--- src/rtl/div_isa_pkg.sv ---
package div_isa_pkg;

  // ----------------------------------------
  // datapath width
  // ----------------------------------------
  localparam int XLEN = 32;                      // the divide group works on full rv32 words

  typedef logic [XLEN-1:0] xlen_word_t;          // one operand or one result word

  // ----------------------------------------
  // op encoding
  // ----------------------------------------
  // bit 0 low means signed arithmetic and bit 1 high means the remainder is returned
  typedef enum logic [1:0] {
    DIV  = 2'b00,                                // signed quotient
    DIVU = 2'b01,                                // unsigned quotient
    REM  = 2'b10,                                // signed remainder
    REMU = 2'b11                                 // unsigned remainder
  } div_op_e;

  localparam int OP_UNSIGNED_BIT = 0;            // set for DIVU and REMU
  localparam int OP_REM_BIT      = 1;            // set for REM and REMU

  // ----------------------------------------
  // special cases and iteration count
  // ----------------------------------------
  localparam xlen_word_t DIV_ZERO_Q = '1;        // the quotient of a zero divisor is all ones

  // the most negative signed word overflows when divided by minus one
  localparam xlen_word_t INT_MIN = {1'b1, {(XLEN-1){1'b0}}};

  localparam int DIV_STEPS = XLEN;               // one restoring step per quotient bit
  localparam int STEP_W    = $clog2(DIV_STEPS);  // the step counter wraps after the last step

  // counter value while the final step is taken
  localparam logic [STEP_W-1:0] LAST_STEP = STEP_W'(DIV_STEPS - 1);

endpackage

--- src/rtl/div_flow_pkg.sv ---
package div_flow_pkg;

  // ----------------------------------------
  // queue sizing and credits
  // ----------------------------------------
  localparam int QUEUE_DEPTH = 4;                          // entries in the operation queue
  localparam int PTR_W       = $clog2(QUEUE_DEPTH);        // depth is a power of two so pointers wrap
  localparam int CREDIT_W    = $clog2(QUEUE_DEPTH + 1);    // holds every value from zero to full

  // credits held by the issue stage right after reset
  localparam logic [CREDIT_W-1:0] CREDIT_MAX = CREDIT_W'(QUEUE_DEPTH);

  // ----------------------------------------
  // operation record
  // ----------------------------------------
  localparam int TAG_W = 4;                                // tags are opaque to the datapath

  typedef logic [TAG_W-1:0] tag_t;                         // returned unchanged with the result

  // one queued operation is 70 bits wide
  typedef struct packed {
    div_isa_pkg::div_op_e    op;                           // which of the four divide ops
    div_isa_pkg::xlen_word_t dividend;                     // rs1 value
    div_isa_pkg::xlen_word_t divisor;                      // rs2 value
    tag_t                    tag;                          // identifies the request at writeback
  } div_op_t;

endpackage

--- src/rtl/div_req_if.sv ---
interface div_req_if;
  // link between the issue stage and the operation queue
  // the issue stage pushes one operation per pulse of push
  // the queue hands back one credit per pulse of credit_return

  // ----------------------------------------
  // forward path
  // ----------------------------------------
  logic                  push;           // a valid operation sits on op this cycle
  div_flow_pkg::div_op_t op;             // operation being written into the queue

  // ----------------------------------------
  // return path
  // ----------------------------------------
  logic                  credit_return;  // one queue slot was freed this cycle

  // the producer side spends credits and never pushes without one
  modport issue (
    output push,
    output op,
    input  credit_return
  );

  // the consumer side stores the op and reports each released entry
  modport queue (
    input  push,
    input  op,
    output credit_return
  );

endinterface

--- src/rtl/divider.sv ---
module divider (
  input  logic                    CLK,
  input  logic                    nRST,
  input  logic                    start,
  input  logic                    is_signed,
  input  div_isa_pkg::xlen_word_t dividend,
  input  div_isa_pkg::xlen_word_t divisor,
  output logic                    finished,
  output div_isa_pkg::xlen_word_t quotient,
  output div_isa_pkg::xlen_word_t remainder
);

  logic                                busy;      // steps are still being taken
  logic [div_isa_pkg::STEP_W-1:0]      step_cnt;  // steps already done
  logic                                neg_dvd;   // dividend is negative
  logic                                neg_dvs;   // divisor is negative
  logic                                neg_q;     // quotient must be negated at the end
  logic                                neg_r;     // remainder takes the dividend sign
  div_isa_pkg::xlen_word_t             rem_r;     // partial remainder
  div_isa_pkg::xlen_word_t             quo_r;     // dividend bits shift out as quotient bits shift in
  div_isa_pkg::xlen_word_t             dvs_r;     // divisor magnitude
  div_isa_pkg::xlen_word_t             cur_rem;
  div_isa_pkg::xlen_word_t             cur_quo;
  div_isa_pkg::xlen_word_t             cur_dvs;
  logic [div_isa_pkg::XLEN:0]          shifted;   // remainder with the next dividend bit
  logic [div_isa_pkg::XLEN:0]          diff;      // trial subtraction

  // ----------------------------------------
  // one restoring step
  // ----------------------------------------
  assign neg_dvd = is_signed & dividend[div_isa_pkg::XLEN-1];
  assign neg_dvs = is_signed & divisor[div_isa_pkg::XLEN-1];

  // the start cycle already takes the first step on the operand magnitudes
  assign cur_rem = start ? '0 : rem_r;
  assign cur_quo = start ? (neg_dvd ? -dividend : dividend) : quo_r;
  assign cur_dvs = start ? (neg_dvs ? -divisor : divisor) : dvs_r;
  assign shifted = {cur_rem, cur_quo[div_isa_pkg::XLEN-1]};
  assign diff    = shifted - {1'b0, cur_dvs};  // the top bit is set when the divisor did not fit

  // ----------------------------------------
  // step control
  // ----------------------------------------
  always_ff @(posedge CLK, negedge nRST) begin
    if (!nRST) begin
      busy     <= 1'b0;
      step_cnt <= '0;
      finished <= 1'b0;
    end else begin
      finished <= busy & (step_cnt == div_isa_pkg::LAST_STEP);  // DIV_STEPS cycles after start
      if (start) begin
        busy     <= 1'b1;
        step_cnt <= 1'b1;
      end else if (busy) begin
        step_cnt <= step_cnt + 1'b1;             // wraps to zero after the final step
        if (step_cnt == div_isa_pkg::LAST_STEP) begin
          busy <= 1'b0;
        end
      end
    end
  end

  // ----------------------------------------
  // datapath registers
  // ----------------------------------------
  always_ff @(posedge CLK) begin
    if (start | busy) begin
      rem_r <= diff[div_isa_pkg::XLEN] ? shifted[div_isa_pkg::XLEN-1:0]
                                       : diff[div_isa_pkg::XLEN-1:0];
      quo_r <= {cur_quo[div_isa_pkg::XLEN-2:0], ~diff[div_isa_pkg::XLEN]};
      dvs_r <= cur_dvs;
    end
    if (start) begin
      neg_q <= neg_dvd ^ neg_dvs;                // signs differ so the quotient is negative
      neg_r <= neg_dvd;
    end
  end

  // sign fix is applied on the way out
  assign quotient  = neg_q ? -quo_r : quo_r;
  assign remainder = neg_r ? -rem_r : rem_r;

endmodule

--- src/rtl/divide_unit.sv ---
module divide_unit (
  input  logic                    CLK,
  input  logic                    nRST,
  input  logic                    q_valid,
  input  div_flow_pkg::div_op_t   q_op,
  output logic                    q_pop,
  output logic                    res_valid,
  output div_isa_pkg::xlen_word_t res_data,
  output div_flow_pkg::tag_t      res_tag
);

  typedef enum logic [1:0] {IDLE, ISSUE, BUSY} du_state_e;

  du_state_e               state;      // sequencer state
  div_flow_pkg::div_op_t   op_r;       // operation being worked on
  logic                    is_signed;  // DIV or REM
  logic                    want_rem;   // REM or REMU
  logic                    div_zero;   // divisor is zero
  logic                    div_ovf;    // signed INT_MIN divided by minus one
  logic                    special;    // result is known without the divider
  logic                    spec_done;  // a special case resolves this cycle
  logic                    div_done;   // the divider completes this cycle
  logic                    start;      // kicks the divider
  logic                    finished;   // divider result is valid
  div_isa_pkg::xlen_word_t quotient;
  div_isa_pkg::xlen_word_t remainder;
  div_isa_pkg::xlen_word_t spec_q;     // quotient of a special case
  div_isa_pkg::xlen_word_t spec_r;     // remainder of a special case

  // ----------------------------------------
  // op decode and special cases
  // ----------------------------------------
  assign q_pop     = (state == IDLE) & q_valid;  // one operation at a time
  assign is_signed = ~op_r.op[div_isa_pkg::OP_UNSIGNED_BIT];
  assign want_rem  = op_r.op[div_isa_pkg::OP_REM_BIT];
  assign div_zero  = (op_r.divisor == '0);
  assign div_ovf   = is_signed & (op_r.dividend == div_isa_pkg::INT_MIN) & (op_r.divisor == '1);
  assign special   = div_zero | div_ovf;         // zero divisor wins when both would apply
  assign spec_q    = div_zero ? div_isa_pkg::DIV_ZERO_Q : div_isa_pkg::INT_MIN;
  assign spec_r    = div_zero ? op_r.dividend : '0;
  assign spec_done = (state == ISSUE) & special;
  assign div_done  = (state == BUSY) & finished;
  assign start     = (state == ISSUE) & ~special; // the cycle after the pop

  divider u_divider (
    .CLK       (CLK),
    .nRST      (nRST),
    .start     (start),
    .is_signed (is_signed),
    .dividend  (op_r.dividend),
    .divisor   (op_r.divisor),
    .finished  (finished),
    .quotient  (quotient),
    .remainder (remainder)
  );

  // ----------------------------------------
  // sequencer
  // ----------------------------------------
  always_ff @(posedge CLK, negedge nRST) begin
    if (!nRST) begin
      state     <= IDLE;
      res_valid <= 1'b0;
    end else begin
      res_valid <= spec_done | div_done;         // one pulse per operation
      case (state)
        IDLE:    if (q_valid) state <= ISSUE;
        ISSUE:   state <= special ? IDLE : BUSY;
        BUSY:    if (finished) state <= IDLE;
        default: state <= IDLE;
      endcase
    end
  end

  // operation and result payload registers
  always_ff @(posedge CLK) begin
    if (q_pop) begin
      op_r <= q_op;                              // operands stay stable while the divider runs
    end
    if (spec_done) begin
      res_data <= want_rem ? spec_r : spec_q;
      res_tag  <= op_r.tag;
    end else if (div_done) begin
      res_data <= want_rem ? remainder : quotient;
      res_tag  <= op_r.tag;
    end
  end

endmodule

--- src/rtl/div_issue.sv ---
module div_issue (
  input  logic                    CLK,
  input  logic                    nRST,
  input  logic                    req_valid,
  input  div_isa_pkg::div_op_e    req_op,
  input  div_isa_pkg::xlen_word_t req_rs1,
  input  div_isa_pkg::xlen_word_t req_rs2,
  input  div_flow_pkg::tag_t      req_tag,
  output logic                    req_ready,
  div_req_if.issue                rq
);

  logic [div_flow_pkg::CREDIT_W-1:0] credit_cnt;  // free queue slots known to this stage
  logic                              push_r;      // registered push toward the queue
  div_flow_pkg::div_op_t             op_r;        // registered operation payload
  logic                              accept;      // a request is taken this cycle

  // ----------------------------------------
  // request handshake
  // ----------------------------------------
  assign req_ready = (credit_cnt != '0);          // ready whenever a credit is held
  assign accept    = req_valid & req_ready;       // requests without a credit wait at the port

  // ----------------------------------------
  // credit counter and push flag
  // ----------------------------------------
  always_ff @(posedge CLK, negedge nRST) begin
    if (!nRST) begin
      credit_cnt <= div_flow_pkg::CREDIT_MAX;     // the queue starts empty
      push_r     <= 1'b0;
    end else begin
      push_r <= accept;                           // push follows the accept by one cycle
      // a push and a return in the same cycle cancel out
      case ({accept, rq.credit_return})
        2'b10:   credit_cnt <= credit_cnt - 1'b1; // spend one on the accepted request
        2'b01:   credit_cnt <= credit_cnt + 1'b1; // the queue freed a slot
        default: credit_cnt <= credit_cnt;
      endcase
    end
  end

  // ----------------------------------------
  // operation register
  // ----------------------------------------
  always_ff @(posedge CLK) begin
    if (accept) begin
      op_r.op       <= req_op;                    // only loads on an accepted request
      op_r.dividend <= req_rs1;
      op_r.divisor  <= req_rs2;
      op_r.tag      <= req_tag;
    end
  end

  assign rq.push = push_r;                        // the queue writes on this pulse
  assign rq.op   = op_r;                          // payload is stable while push is high

endmodule

--- src/rtl/div_op_queue.sv ---
module div_op_queue (
  input  logic                  CLK,
  input  logic                  nRST,
  div_req_if.queue              rq,
  output logic                  q_valid,
  output div_flow_pkg::div_op_t q_op,
  input  logic                  q_pop
);

  // ----------------------------------------
  // storage and pointers
  // ----------------------------------------
  div_flow_pkg::div_op_t              mem [div_flow_pkg::QUEUE_DEPTH];  // circular buffer
  logic [div_flow_pkg::PTR_W-1:0]     wr_ptr;    // next slot to write
  logic [div_flow_pkg::PTR_W-1:0]     rd_ptr;    // slot of the head entry
  logic [div_flow_pkg::CREDIT_W-1:0]  count;     // entries currently held
  logic                               pop;       // the head leaves this cycle

  assign q_valid = (count != '0);                // head is valid whenever anything is stored
  assign q_op    = mem[rd_ptr];                  // the unit sees the head without delay
  assign pop     = q_pop & q_valid;              // a pop of an empty queue is ignored

  // every released entry frees one slot for the issue stage
  assign rq.credit_return = pop;

  // ----------------------------------------
  // pointer and occupancy update
  // ----------------------------------------
  // the credit protocol keeps pushes away from a full queue
  always_ff @(posedge CLK, negedge nRST) begin
    if (!nRST) begin
      wr_ptr <= '0;
      rd_ptr <= '0;
      count  <= '0;
    end else begin
      if (rq.push) begin
        wr_ptr <= wr_ptr + 1'b1;                 // wraps at the power of two depth
      end
      if (pop) begin
        rd_ptr <= rd_ptr + 1'b1;
      end
      case ({rq.push, pop})
        2'b10:   count <= count + 1'b1;          // a new entry arrived
        2'b01:   count <= count - 1'b1;          // the head was taken
        default: count <= count;                 // push and pop together keep the level
      endcase
    end
  end

  // ----------------------------------------
  // entry write
  // ----------------------------------------
  always_ff @(posedge CLK) begin
    if (rq.push) begin
      mem[wr_ptr] <= rq.op;                      // visible at q_valid in the next cycle
    end
  end

endmodule

--- src/rtl/div_subsystem_top.sv ---
module div_subsystem_top (
  input  logic                    CLK,
  input  logic                    nRST,
  input  logic                    req_valid,
  input  div_isa_pkg::div_op_e    req_op,
  input  div_isa_pkg::xlen_word_t req_rs1,
  input  div_isa_pkg::xlen_word_t req_rs2,
  input  div_flow_pkg::tag_t      req_tag,
  output logic                    req_ready,
  output logic                    res_valid,
  output div_isa_pkg::xlen_word_t res_data,
  output div_flow_pkg::tag_t      res_tag
);

  // ----------------------------------------
  // internal links
  // ----------------------------------------
  div_req_if             u_req_if ();  // push and credit path between issue and queue
  logic                  q_valid;      // queue holds at least one operation
  div_flow_pkg::div_op_t q_op;         // head of the queue
  logic                  q_pop;        // divide unit takes the head

  // the producer spends credits on incoming requests
  div_issue u_div_issue (
    .CLK       (CLK),
    .nRST      (nRST),
    .req_valid (req_valid),
    .req_op    (req_op),
    .req_rs1   (req_rs1),
    .req_rs2   (req_rs2),
    .req_tag   (req_tag),
    .req_ready (req_ready),
    .rq        (u_req_if.issue)
  );

  // the buffer keeps request order
  div_op_queue u_div_op_queue (
    .CLK     (CLK),
    .nRST    (nRST),
    .rq      (u_req_if.queue),
    .q_valid (q_valid),
    .q_op    (q_op),
    .q_pop   (q_pop)
  );

  // the consumer returns one tagged result per operation
  divide_unit u_divide_unit (
    .CLK       (CLK),
    .nRST      (nRST),
    .q_valid   (q_valid),
    .q_op      (q_op),
    .q_pop     (q_pop),
    .res_valid (res_valid),
    .res_data  (res_data),
    .res_tag   (res_tag)
  );

endmodule

--- config.mk ---
export PLATFORM = sky130hd
export DESIGN_NAME = div_subsystem_top
export DESIGN_NICKNAME = d
export VERILOG_FILES = /design/src/rtl/div_isa_pkg.sv /design/src/rtl/div_flow_pkg.sv /design/src/rtl/div_req_if.sv /design/src/rtl/divider.sv /design/src/rtl/divide_unit.sv /design/src/rtl/div_issue.sv /design/src/rtl/div_op_queue.sv /design/src/rtl/div_subsystem_top.sv
export SDC_FILE = /design/constraint.sdc
export NUM_CORES = 1
export LEC_CHECK = 0
export BUFFER_PORTS_ARGS = -buffer_cell sky130_fd_sc_hd__buf_2
export CORE_ASPECT_RATIO = 0.6
export CORE_MARGIN = 2
export CORE_UTILIZATION = 50
export DETAILED_ROUTE_END_ITERATION = 12
export MAX_ROUTING_LAYER = met4
export PLACE_DENSITY = 0.77
export SYNTH_ARGS = -nofsm -noshare
export SYNTH_HDL_FRONTEND = slang
export SYNTH_SLANG_ARGS = --single-unit
--- constraint.sdc ---
create_clock -name CLK -period 7.7 [get_ports CLK]
set_clock_uncertainty 0.15 [all_clocks]
set_input_delay 0.385 -clock CLK [delete_from_list [all_inputs] [get_ports CLK]]
set_output_delay 0.385 -clock CLK [all_outputs]
set_load 0.1 [all_outputs]
==> results.md, run 1 <==
CTS:
- CTS placed an instance of sky130_fd_sc_hd__clkbuf_16 at the clock tree root.
- The clock sink total is roughly 580.
- The CTS buffer count is 53.
- The insertion delay to the later sink of the worst-skew pair is slightly above 0.6 ns.
- The H-tree was split into 2 levels.
- Clock-pin slew was measured on the worst setup and hold paths at roughly 0.06 ns.
- TritonCTS built the clock tree.
- The total of cells resized after clock tree synthesis is 0.
- The maximum buffer depth of the clock tree is 3.

Floorplan:
- After floorplanning, the core was divided into 64 placement rows.
- The initial core utilization is 0.5090.
- The die is about 300 um wide.
- Pin placement for this block handled approximately 110 I/O pins.
- The vertical extent of the die is approximately 180 um.
- The floorplan step defined a die boundary enclosing between 50,000 and 60,000 um^2.
- The core region is ~51,000 um^2.

Logic synthesis:
- The most used flip-flop cell after synthesis is sky130_fd_sc_hd__edfxtp_1.
- The flip-flop and latch count after synthesis is between 500 and 600.
- Yosys attributes the largest share of cell area to sky130_fd_sc_hd__edfxtp_1 64%, sky130_fd_sc_hd__mux4_2 6.1%, sky130_fd_sc_hd__xnor2_1 2.9%, sky130_fd_sc_hd__xor2_1 2.7%, sky130_fd_sc_hd__o21ai_0 2.2%.
- The number of synthesis warnings is 0.
- The number of enable-type register cells in the synthesized netlist is 554.
- The post-synthesis cell type with the largest combined area is sky130_fd_sc_hd__edfxtp_1.
- The count of distinct cell types in the synthesized netlist is about 70.
- The post-synthesis net count is between 1,500 and 2,000.
- For this run, the register share of the synthesized area comes to 0.6590.
- The post-synthesis area per instance is 14.05 um^2.
- Of the post-synthesis cell area, the dominant cell type holds 0.6388.
- The most frequent cell after synthesis is sky130_fd_sc_hd__edfxtp_1.
- The synthesized cell area is around 26,000 um^2.
- The commonest cells after synthesis are 554 x sky130_fd_sc_hd__edfxtp_1, 147 x sky130_fd_sc_hd__nand2_1, 115 x sky130_fd_sc_hd__o21ai_0.
- After synthesis, the share of flip-flops with an asynchronous set or reset is 0.03652.
- The number of cells produced by synthesis is 1,854.

Pwr:
- Of the total power, the share spent switching nets is 0.1971.
- The power density over the cells is between 200 and 250 nW/um^2.
- The internal portion of total power is 4.956 mW.
- The worst supply voltage drop on vdd is between 0.15 and 0.2 mV.
- The total leakage power is approximately 10 nW.
- Of the total power, combinational logic draws 0.008.
- The switching power is between 1 and 1.5 mW.
- The portion of total power attributed to the clock network is 0.444.
- Of the total power, registers draw 0.548.

Critical path:
- The setup path with the least slack is of type register to register.
- The largest fanout of any net on the critical path is 57.
- The worst setup path is captured at a register.
- For the worst setup path, the data arrival time is a little over 7 ns.
- In this run the critical register-to-register path is launched from u_divide_unit.op_r[38].
- The data required time at the worst endpoint is 7.91 ns.
- The startpoint kind of the worst setup timing path is a register.
- The critical path starts at u_divide_unit.op_r[38].

Flow run:
- The number of max-capacitance violations reported is 0.

Final layout:
- The sequential cells in the finished layout cover a total of roughly 17,000 um^2.
- The relative area change from synthesis to final layout is 14.77%.
- The fraction of layout instances using a drive strength above 1 is 0.1524.
- In the final design database the tool counted ~2,100 nets.
- The multi-input gate area in the final layout is approximately 8300 um^2.
- The number of filler instances in the final layout is between 3,000 and 4,000.

Drt:
- The number of iterations in the first detailed-routing pass is 5.
- The number of vias after detailed routing is between 15,000 and 20,000.
- Wires add up to 61,940 um.
- After the first detailed-routing iteration, the DRC count stood at about 2,200.
- The final routed DRC violation total is 0.
- The antenna violation net count after detailed routing is 0.
- In the routed layout, each cell is associated on average with a via count of approximately 5.9.
- In the final routed layout, each cell accounts on average for 22.38 um.

Placement:
- The total of buffers placed on input and output ports is 110.
- The setup slack at placement is ~0.9 ns.
- Routability-driven placement finished with a final weighted congestion of 0.9267.
- The wire-length estimate of the detail-placed layout is ~41,000 um.

Status:
- The run finished with clean final reports.

STA:
- The headroom to the max-slew limit is 0.2644.
- Across all setup checks in the final design, the least slack found is about 0.73 ns.
- The hold violation count in the final report came to 0.
- The number of setup violations in the final report is 0.
- After routing, the total negative slack on setup checks comes to 0 ns.
- Based on the critical path, the design can be clocked at up to about 0.14 GHz.
- For the finished layout, the period the worst path requires is 6.973 ns.
- The final critical-path share of the clock period is 0.9056.
- The transition time at the pin with the least slew margin is between 1 and 1.5 ns.
- Setup repair after global routing left no endpoint under its margin.
- The number of pins with negative max-slew slack in the final report was 0.

Global route:
- The aggregate global-route resource usage is 0.2368.
- For this run the aggregate overflow at the end of global routing stands at 0.
- The number of global-route vias before repair was between 15,000 and 20,000.
- The first-pass GRT wire length is 94,830 um.
- The pin count of the biggest net entering global routing is 129.
- The initial antenna violation count is 1.

Worst hold path:
- The launch instance of the worst min-delay path is req_valid.
- The path type of the worst min-delay path is input pin to register.
power by group through the flow:
stage | Combinational, mW | Clock [mW] | Sequential [mW]
after global routing | 0.0546 | 2.90 | 3.38
final | 0.0504 | 2.74 | 3.38
after global placement | 0.0212 | 0 | 3.45
after floorplan | 0.00000926 | 0 | 3.45
after CTS | 0.0491 | 2.77 | 3.38
after detailed placement | 0.0214 | 0 | 3.45
path summary, 6_finish.rpt:
check,to,slack [ns],depth (start not counted)
hold reg to reg,u_divide_unit.res_tag[0],0.28,0
setup reg to reg,u_divide_unit.u_divider.rem_r[29],0.73,23
hold / removal,u_div_issue.rq.op[28],0.15,3
max in group asynchronous,u_div_op_queue.rd_ptr[0],6.78,2
setup / recovery,u_divide_unit.u_divider.rem_r[29],0.73,23
min in group asynchronous,u_divide_unit.state[1],0.17,2
logic make-up after synthesis:
group,count (synthesis),synth area share
AO/OA/AOI/OAI,393,0.09099
AND/OR/NAND/NOR,442,0.08321
multiplexers,79,0.06404
flip-flops,575,0.6590
XOR/XNOR,168,0.05650
buffers and inverters,149,0.02253
adder cells (fa/ha/maj),48,0.02373
per-stage QoR:
stage / hold slack, ns / util / total power, mW / std cells / area (um^2)
floorplan: -0.06059 / - / 3.449 / 1854 / 26040
global placement: 0.2561 / 0.5347 / 3.470 / 2597 / 27360
detailed placement: 0.2581 / 0.5347 / 3.470 / 2597 / 27360
CTS: 0.1464 / 0.5841 / 6.198 / 2767 / 29890
global route: 0.1955 / 0.5841 / 6.335 / 2767 / 29890
finish: 0.1460 / 0.5841 / 6.172 / 2768 / 29890
critical path, stage by stage, from the launching register on:
cell and delay [ns]:
sky130_fd_sc_hd__edfxtp_1 0.45, sky130_fd_sc_hd__or3_1 0.54, sky130_fd_sc_hd__or4_1 0.54, sky130_fd_sc_hd__nor3_1 0.45, sky130_fd_sc_hd__nand3_1 0.21, sky130_fd_sc_hd__or2_2 0.32, sky130_fd_sc_hd__nor4_1 0.26, sky130_fd_sc_hd__nor2b_1 0.18
sky130_fd_sc_hd__o211ai_1 0.10, sky130_fd_sc_hd__a21boi_0 0.25, sky130_fd_sc_hd__ha_1 0.33, sky130_fd_sc_hd__fa_1 0.43, sky130_fd_sc_hd__inv_1 0.08, sky130_fd_sc_hd__a21oi_1 0.12, sky130_fd_sc_hd__o21ai_0 0.17, sky130_fd_sc_hd__o221ai_1 0.17
sky130_fd_sc_hd__a211oi_4 0.45, sky130_fd_sc_hd__a221oi_2 0.19, sky130_fd_sc_hd__a2111o_1 0.49, sky130_fd_sc_hd__nand3_2 0.17, sky130_fd_sc_hd__xnor2_2 0.15, sky130_fd_sc_hd__buf_12 0.28, sky130_fd_sc_hd__a31oi_1 0.07, sky130_fd_sc_hd__a21o_1 0.15
what timing repair did:
item,CTS,global route
setup buffers,0,0
hold buffers,71,0
hold endpoints to repair,90,0
state kept, by name, indices dropped and copies added (netlist names), 3 cells and up:
| register | flops |
|---|---|
| u_divide_unit.res_data | 32 |
| u_divide_unit.res_tag | 4 |
| u_divide_unit.u_divider.rem_r | 32 |
| u_divide_unit.u_divider.step_cnt | 5 |
| u_divide_unit.u_divider.dvs_r | 32 |
| u_divide_unit.op_r | 70 |
| u_divide_unit.u_divider.quo_r | 32 |
| u_div_issue.credit_cnt | 3 |
| u_div_op_queue.mem | 280 |
| u_div_op_queue.count | 3 |
| u_div_issue.rq.op | 70 |
cell type report:
class	count	area share
Timing Repair Buffer	202	0.04831
Tap cell	693	0.02901
Multi-Input combinational cell	1130	0.2789
Inverter	68	0.008540
Antenna cell	1	0.00008372
Sequential cell	575	0.5744
Clock buffer	63	0.04630
Clock inverter	36	0.01448
metal layers:
| metal | part of all wire | routed length (um) | track usage | vias up |
|---|---|---|---|---|
| met3 | 0.093 | 5774 | 0.04269 | 66 |
| met2 | 0.42 | 26260 | 0.3259 | 776 |
| li1 | - | - | - | 7372 |
| met1 | 0.47 | 29080 | 0.3719 | 7991 |
| met4 | 0.013 | 833 | 0.03779 | 0 |
| met5 | 0 | 0 | - | - |
cell usage in the layout, fill, tap and decap left out, types with 19 or more instances in the layout:
cell type,n
sky130_fd_sc_hd__a21o_1,24
sky130_fd_sc_hd__a21oi_1,107
sky130_fd_sc_hd__and2_1,34
sky130_fd_sc_hd__buf_2,110
sky130_fd_sc_hd__buf_4,19
sky130_fd_sc_hd__clkbuf_16,53
sky130_fd_sc_hd__dlygate4sd3_1,71
sky130_fd_sc_hd__edfxtp_1,554
sky130_fd_sc_hd__ha_1,43
sky130_fd_sc_hd__inv_1,65
sky130_fd_sc_hd__mux4_2,70
sky130_fd_sc_hd__nand2_1,146
sky130_fd_sc_hd__nand3_1,20
sky130_fd_sc_hd__nor2_1,98
sky130_fd_sc_hd__nor3_1,29
sky130_fd_sc_hd__o21a_1,24
sky130_fd_sc_hd__o21ai_0,114
sky130_fd_sc_hd__o21ai_1,29
sky130_fd_sc_hd__o31ai_1,24
sky130_fd_sc_hd__xnor2_1,86
sky130_fd_sc_hd__xor2_1,81
Note: power is estimated with default switching activity, not from simulation.
==> run 2, diff against run 1 <==
--- a/config.mk
+++ b/config.mk
@@ -11,7 +11,7 @@
 export CORE_UTILIZATION = 50
 export DETAILED_ROUTE_END_ITERATION = 12
 export MAX_ROUTING_LAYER = met4
-export PLACE_DENSITY = 0.77
+export PLACE_DENSITY = 0.75
 export SYNTH_ARGS = -nofsm -noshare
 export SYNTH_HDL_FRONTEND = slang
 export SYNTH_SLANG_ARGS = --single-unit
==> constraint.sdc (replaced) <==
create_clock -name CLK -period 6.9 [get_ports CLK]
set_clock_uncertainty 0.15 [all_clocks]
set_input_delay 0.345 -clock CLK [delete_from_list [all_inputs] [get_ports CLK]]
set_output_delay 0.345 -clock CLK [all_outputs]
set_load 0.1 [all_outputs]
==> results.md, run 2 (same netlist as run 1, synthesis figures left out) <==
STA:
- The number of setup violations in the final report came to 0 (unchanged).
- The headroom to the max-slew limit is 0.2836 (+0.01925).
- The minimum hold slack is 0.1090 ns (-0.03707 ns).
- The number of pins with negative max-slew slack in the final report was 0 (unchanged).
- The transition time at the pin with the least slew margin is 1.075 ns (-0.01354 ns).
- The peak clock frequency supported by timing is 0.1539 GHz (+7.3%).
- The clock period minus final worst setup slack is 6.496 ns (-0.4769 ns).
- The final critical-path share of the clock period is 0.9415 (+0.03588).
- The accumulated negative setup slack is 0 ns (unchanged).
- The hold violation count in the final report is 0 (unchanged).
- Setup repair after global routing left no endpoint under its margin.
- The worst setup margin is 0.4037 ns (-0.3231 ns).

Final layout:
- The relative area change from synthesis to final layout is 14.89%.
- The final layout net count is 2,156 (+0.33%).
- The number of flip-flops under the largest register name is 280 (unchanged).
- The number of filler instances in the final layout is 3,912 (+1.3%).
- The final core area utilization is 0.5848 (+0.0006360).
- Leaving out fill and tap cells, the most frequent cell in the layout is sky130_fd_sc_hd__edfxtp_1.
- The fraction of layout instances using a drive strength above 1 came to 0.1548 (+0.002445).
- The top cell types in the final layout, fill and taps aside, are 554 x sky130_fd_sc_hd__edfxtp_1, 146 x sky130_fd_sc_hd__nand2_1, 114 x sky130_fd_sc_hd__o21ai_0.
- The largest registers in the layout are u_div_op_queue.mem: 280 flops, u_div_issue.rq.op: 70 flops, u_divide_unit.op_r: 70 flops.
- The largest register by flop count is u_div_op_queue.mem.

Global route:
- The initial antenna violation count came to 2 (+1).
- The first-pass GRT wire length was 96,920 um (+2.2%).
- The total congestion overflow after global routing is 0 (unchanged).
- The number of global-route vias before repair came to 16,030 (+2.0%).
- The pin count of the biggest net entering global routing was 73 (-43%).
- The aggregate global-route resource usage came to 0.2432 (+0.006447).

CTS:
- TritonCTS built the clock tree.
- In this run the clock root is driven by a sky130_fd_sc_hd__clkbuf_16.
- The insertion delay to the later sink of the worst-skew pair is 0.61 ns (about the same).
- The total of cells resized after clock tree synthesis is 0 (unchanged).
- The clock-pin slew on the worst setup and hold paths is 0.07 ns (about the same).
- The clock sink total was 575 (unchanged).
- The number of levels in the clock H-tree is 2 (unchanged).
- The maximum buffer depth of the clock tree is 3 (unchanged).
- The CTS buffer count came to 51 (-3.8%).

Critical path:
- The data required time at the worst endpoint is 7.10 ns (-0.81 ns).
- The classification of the worst setup path is register to register.
- The worst setup path is launched from a register.
- The critical path data arrival time came to 6.70 ns (-0.48 ns).
- The largest fanout of any net on the critical path was 21 (-63%).
- STA classifies the critical path endpoint as a register.

Placement:
- The detailed placement HPWL is 41,580 um (+2.2%).
- The setup slack at placement came to 0.5338 ns (-0.3698 ns).
- The total of buffers placed on input and output ports is 110 (unchanged).
- The weighted congestion reported at the end of routability-driven placement is 0.9185 (-0.88%).

Status:
- The run finished with clean final reports.

Drt:
- The final routed DRC violation total is 0 (unchanged).
- The number of vias per cell after detailed routing is 5.879 (+0.41%).
- The number of vias after detailed routing is 16,310 (+0.63%).
- The DRC marker count from the first detailed-route iteration is 1,871 (-15%).
- The antenna violation net count after detailed routing was 0 (unchanged).
- The wire length after detailed routing came to 63,460 um (+2.5%).
- The final routed wire length divided by cell count is 22.88 um (+2.2%).
- The number of iterations in the first detailed-routing pass is 6 (+1).

Worst hold path:
- The path type of the worst min-delay path is input pin to register.

Pwr:
- The total leakage power is 10.18 nW (+0.42%).
- The worst supply voltage drop on vdd is 0.2338 mV (+30%).
- The power density over the cells came to 228.4 nW/um^2 (+11%).

Floorplan:
- The initial core utilization is 0.5090 (unchanged).
- The core area came to 51,170 um^2 (unchanged).
- The floorplan die area is 53,990 um^2 (unchanged).
- The cell row count is 64 (unchanged).
- The vertical extent of the die was 180.8 um (unchanged).
- The I/O pin count came to 111 (unchanged).
- The x dimension of the die is 298.6 um (unchanged).

Flow run:
- The number of max-capacitance violations reported is 0 (unchanged).
[run 2: path summary, 6_finish.rpt]
path	slack [ns]	to	startpoint	depth (start not counted)
worst max-delay path	0.40	u_divide_unit.u_divider.rem_r[29]	u_divide_unit.op_r[38]	23
worst min-delay path	0.11	u_div_issue.credit_cnt[0]	req_valid	4
worst max register to register	0.40	u_divide_unit.u_divider.rem_r[29]	u_divide_unit.op_r[38]	23
worst min register to register	0.28	u_divide_unit.res_tag[1]	u_divide_unit.op_r[1]	0
max in group asynchronous	5.97	u_div_op_queue.rd_ptr[0]	nRST	2
min in group asynchronous	0.16	u_div_op_queue.count[1]	nRST	2
[run 2: layout make-up]
class | count | area [um^2] | area share
clock buffer | 65 | 1380 | 0.04612
sequential | 575 | 17170 | 0.5737
multi-input combinational | 1130 | 8346 | 0.2789
clock inverter | 31 | 380.4 | 0.01271
timing repair buffer | 211 | 1524 | 0.05093
inverter | 68 | 255.2 | 0.008530
tap | 693 | 867.1 | 0.02898
antenna | 1 | 2.502 | 0.00008363
[run 2: critical path, cell delays in order, from the launching register on]
cell and delay [ns]:
sky130_fd_sc_hd__edfxtp_1 0.46, sky130_fd_sc_hd__or3_1 0.53, sky130_fd_sc_hd__or4_1 0.54, sky130_fd_sc_hd__nor3_1 0.27, sky130_fd_sc_hd__nand3_1 0.16, sky130_fd_sc_hd__or2_2 0.31
sky130_fd_sc_hd__nor4_1 0.33, sky130_fd_sc_hd__nor2b_1 0.19, sky130_fd_sc_hd__o211ai_1 0.08, sky130_fd_sc_hd__a21boi_0 0.23, sky130_fd_sc_hd__ha_1 0.30, sky130_fd_sc_hd__fa_1 0.41
sky130_fd_sc_hd__inv_1 0.08, sky130_fd_sc_hd__a21oi_1 0.12, sky130_fd_sc_hd__o21ai_0 0.17, sky130_fd_sc_hd__o221ai_1 0.18, sky130_fd_sc_hd__a211oi_4 0.32, sky130_fd_sc_hd__a221oi_2 0.16
sky130_fd_sc_hd__a2111o_1 0.48, sky130_fd_sc_hd__nand3_2 0.17, sky130_fd_sc_hd__xnor2_2 0.19, sky130_fd_sc_hd__buf_12 0.20, sky130_fd_sc_hd__a31oi_1 0.05, sky130_fd_sc_hd__a21o_1 0.15
[run 2: power by group]
group	total (mW)	switching [mW]	internal, mW
logic	0.0563	0.0160	0.0403
clock network	3.01	1.31	1.70
registers	3.77	0	3.77
[run 2: timing repair]
action | in CTS | in global routing
buffers inserted | 0 | 0
hold endpoints to repair | 91 | 0
hold buffers | 71 | 0
[run 2: routing by layer]
metal	track usage	wire length, um	up-vias	part of all wire
met1	0.3610	28900	8080	0.46
met4	0.06432	1544	0	0.024
li1	-	-	7380	-
met3	0.06205	6410	103	0.10
met5	-	0	-	0
met2	0.3327	26600	744	0.42
[run 2: stage by stage]
| stage | instance area (um^2) | std cells | total power, mW |
|---|---|---|---|
| 2_1_floorplan | 26050 | 1854 | 3.849 |
| 3_3_place_gp | 27450 | 2606 | 3.871 |
| 3_5_place_dp | 27450 | 2606 | 3.872 |
| 4_1_cts | 29920 | 2773 | 6.863 |
| 5_1_grt | 29920 | 2774 | 7.009 |
| 6_report | 29920 | 2774 | 6.835 |
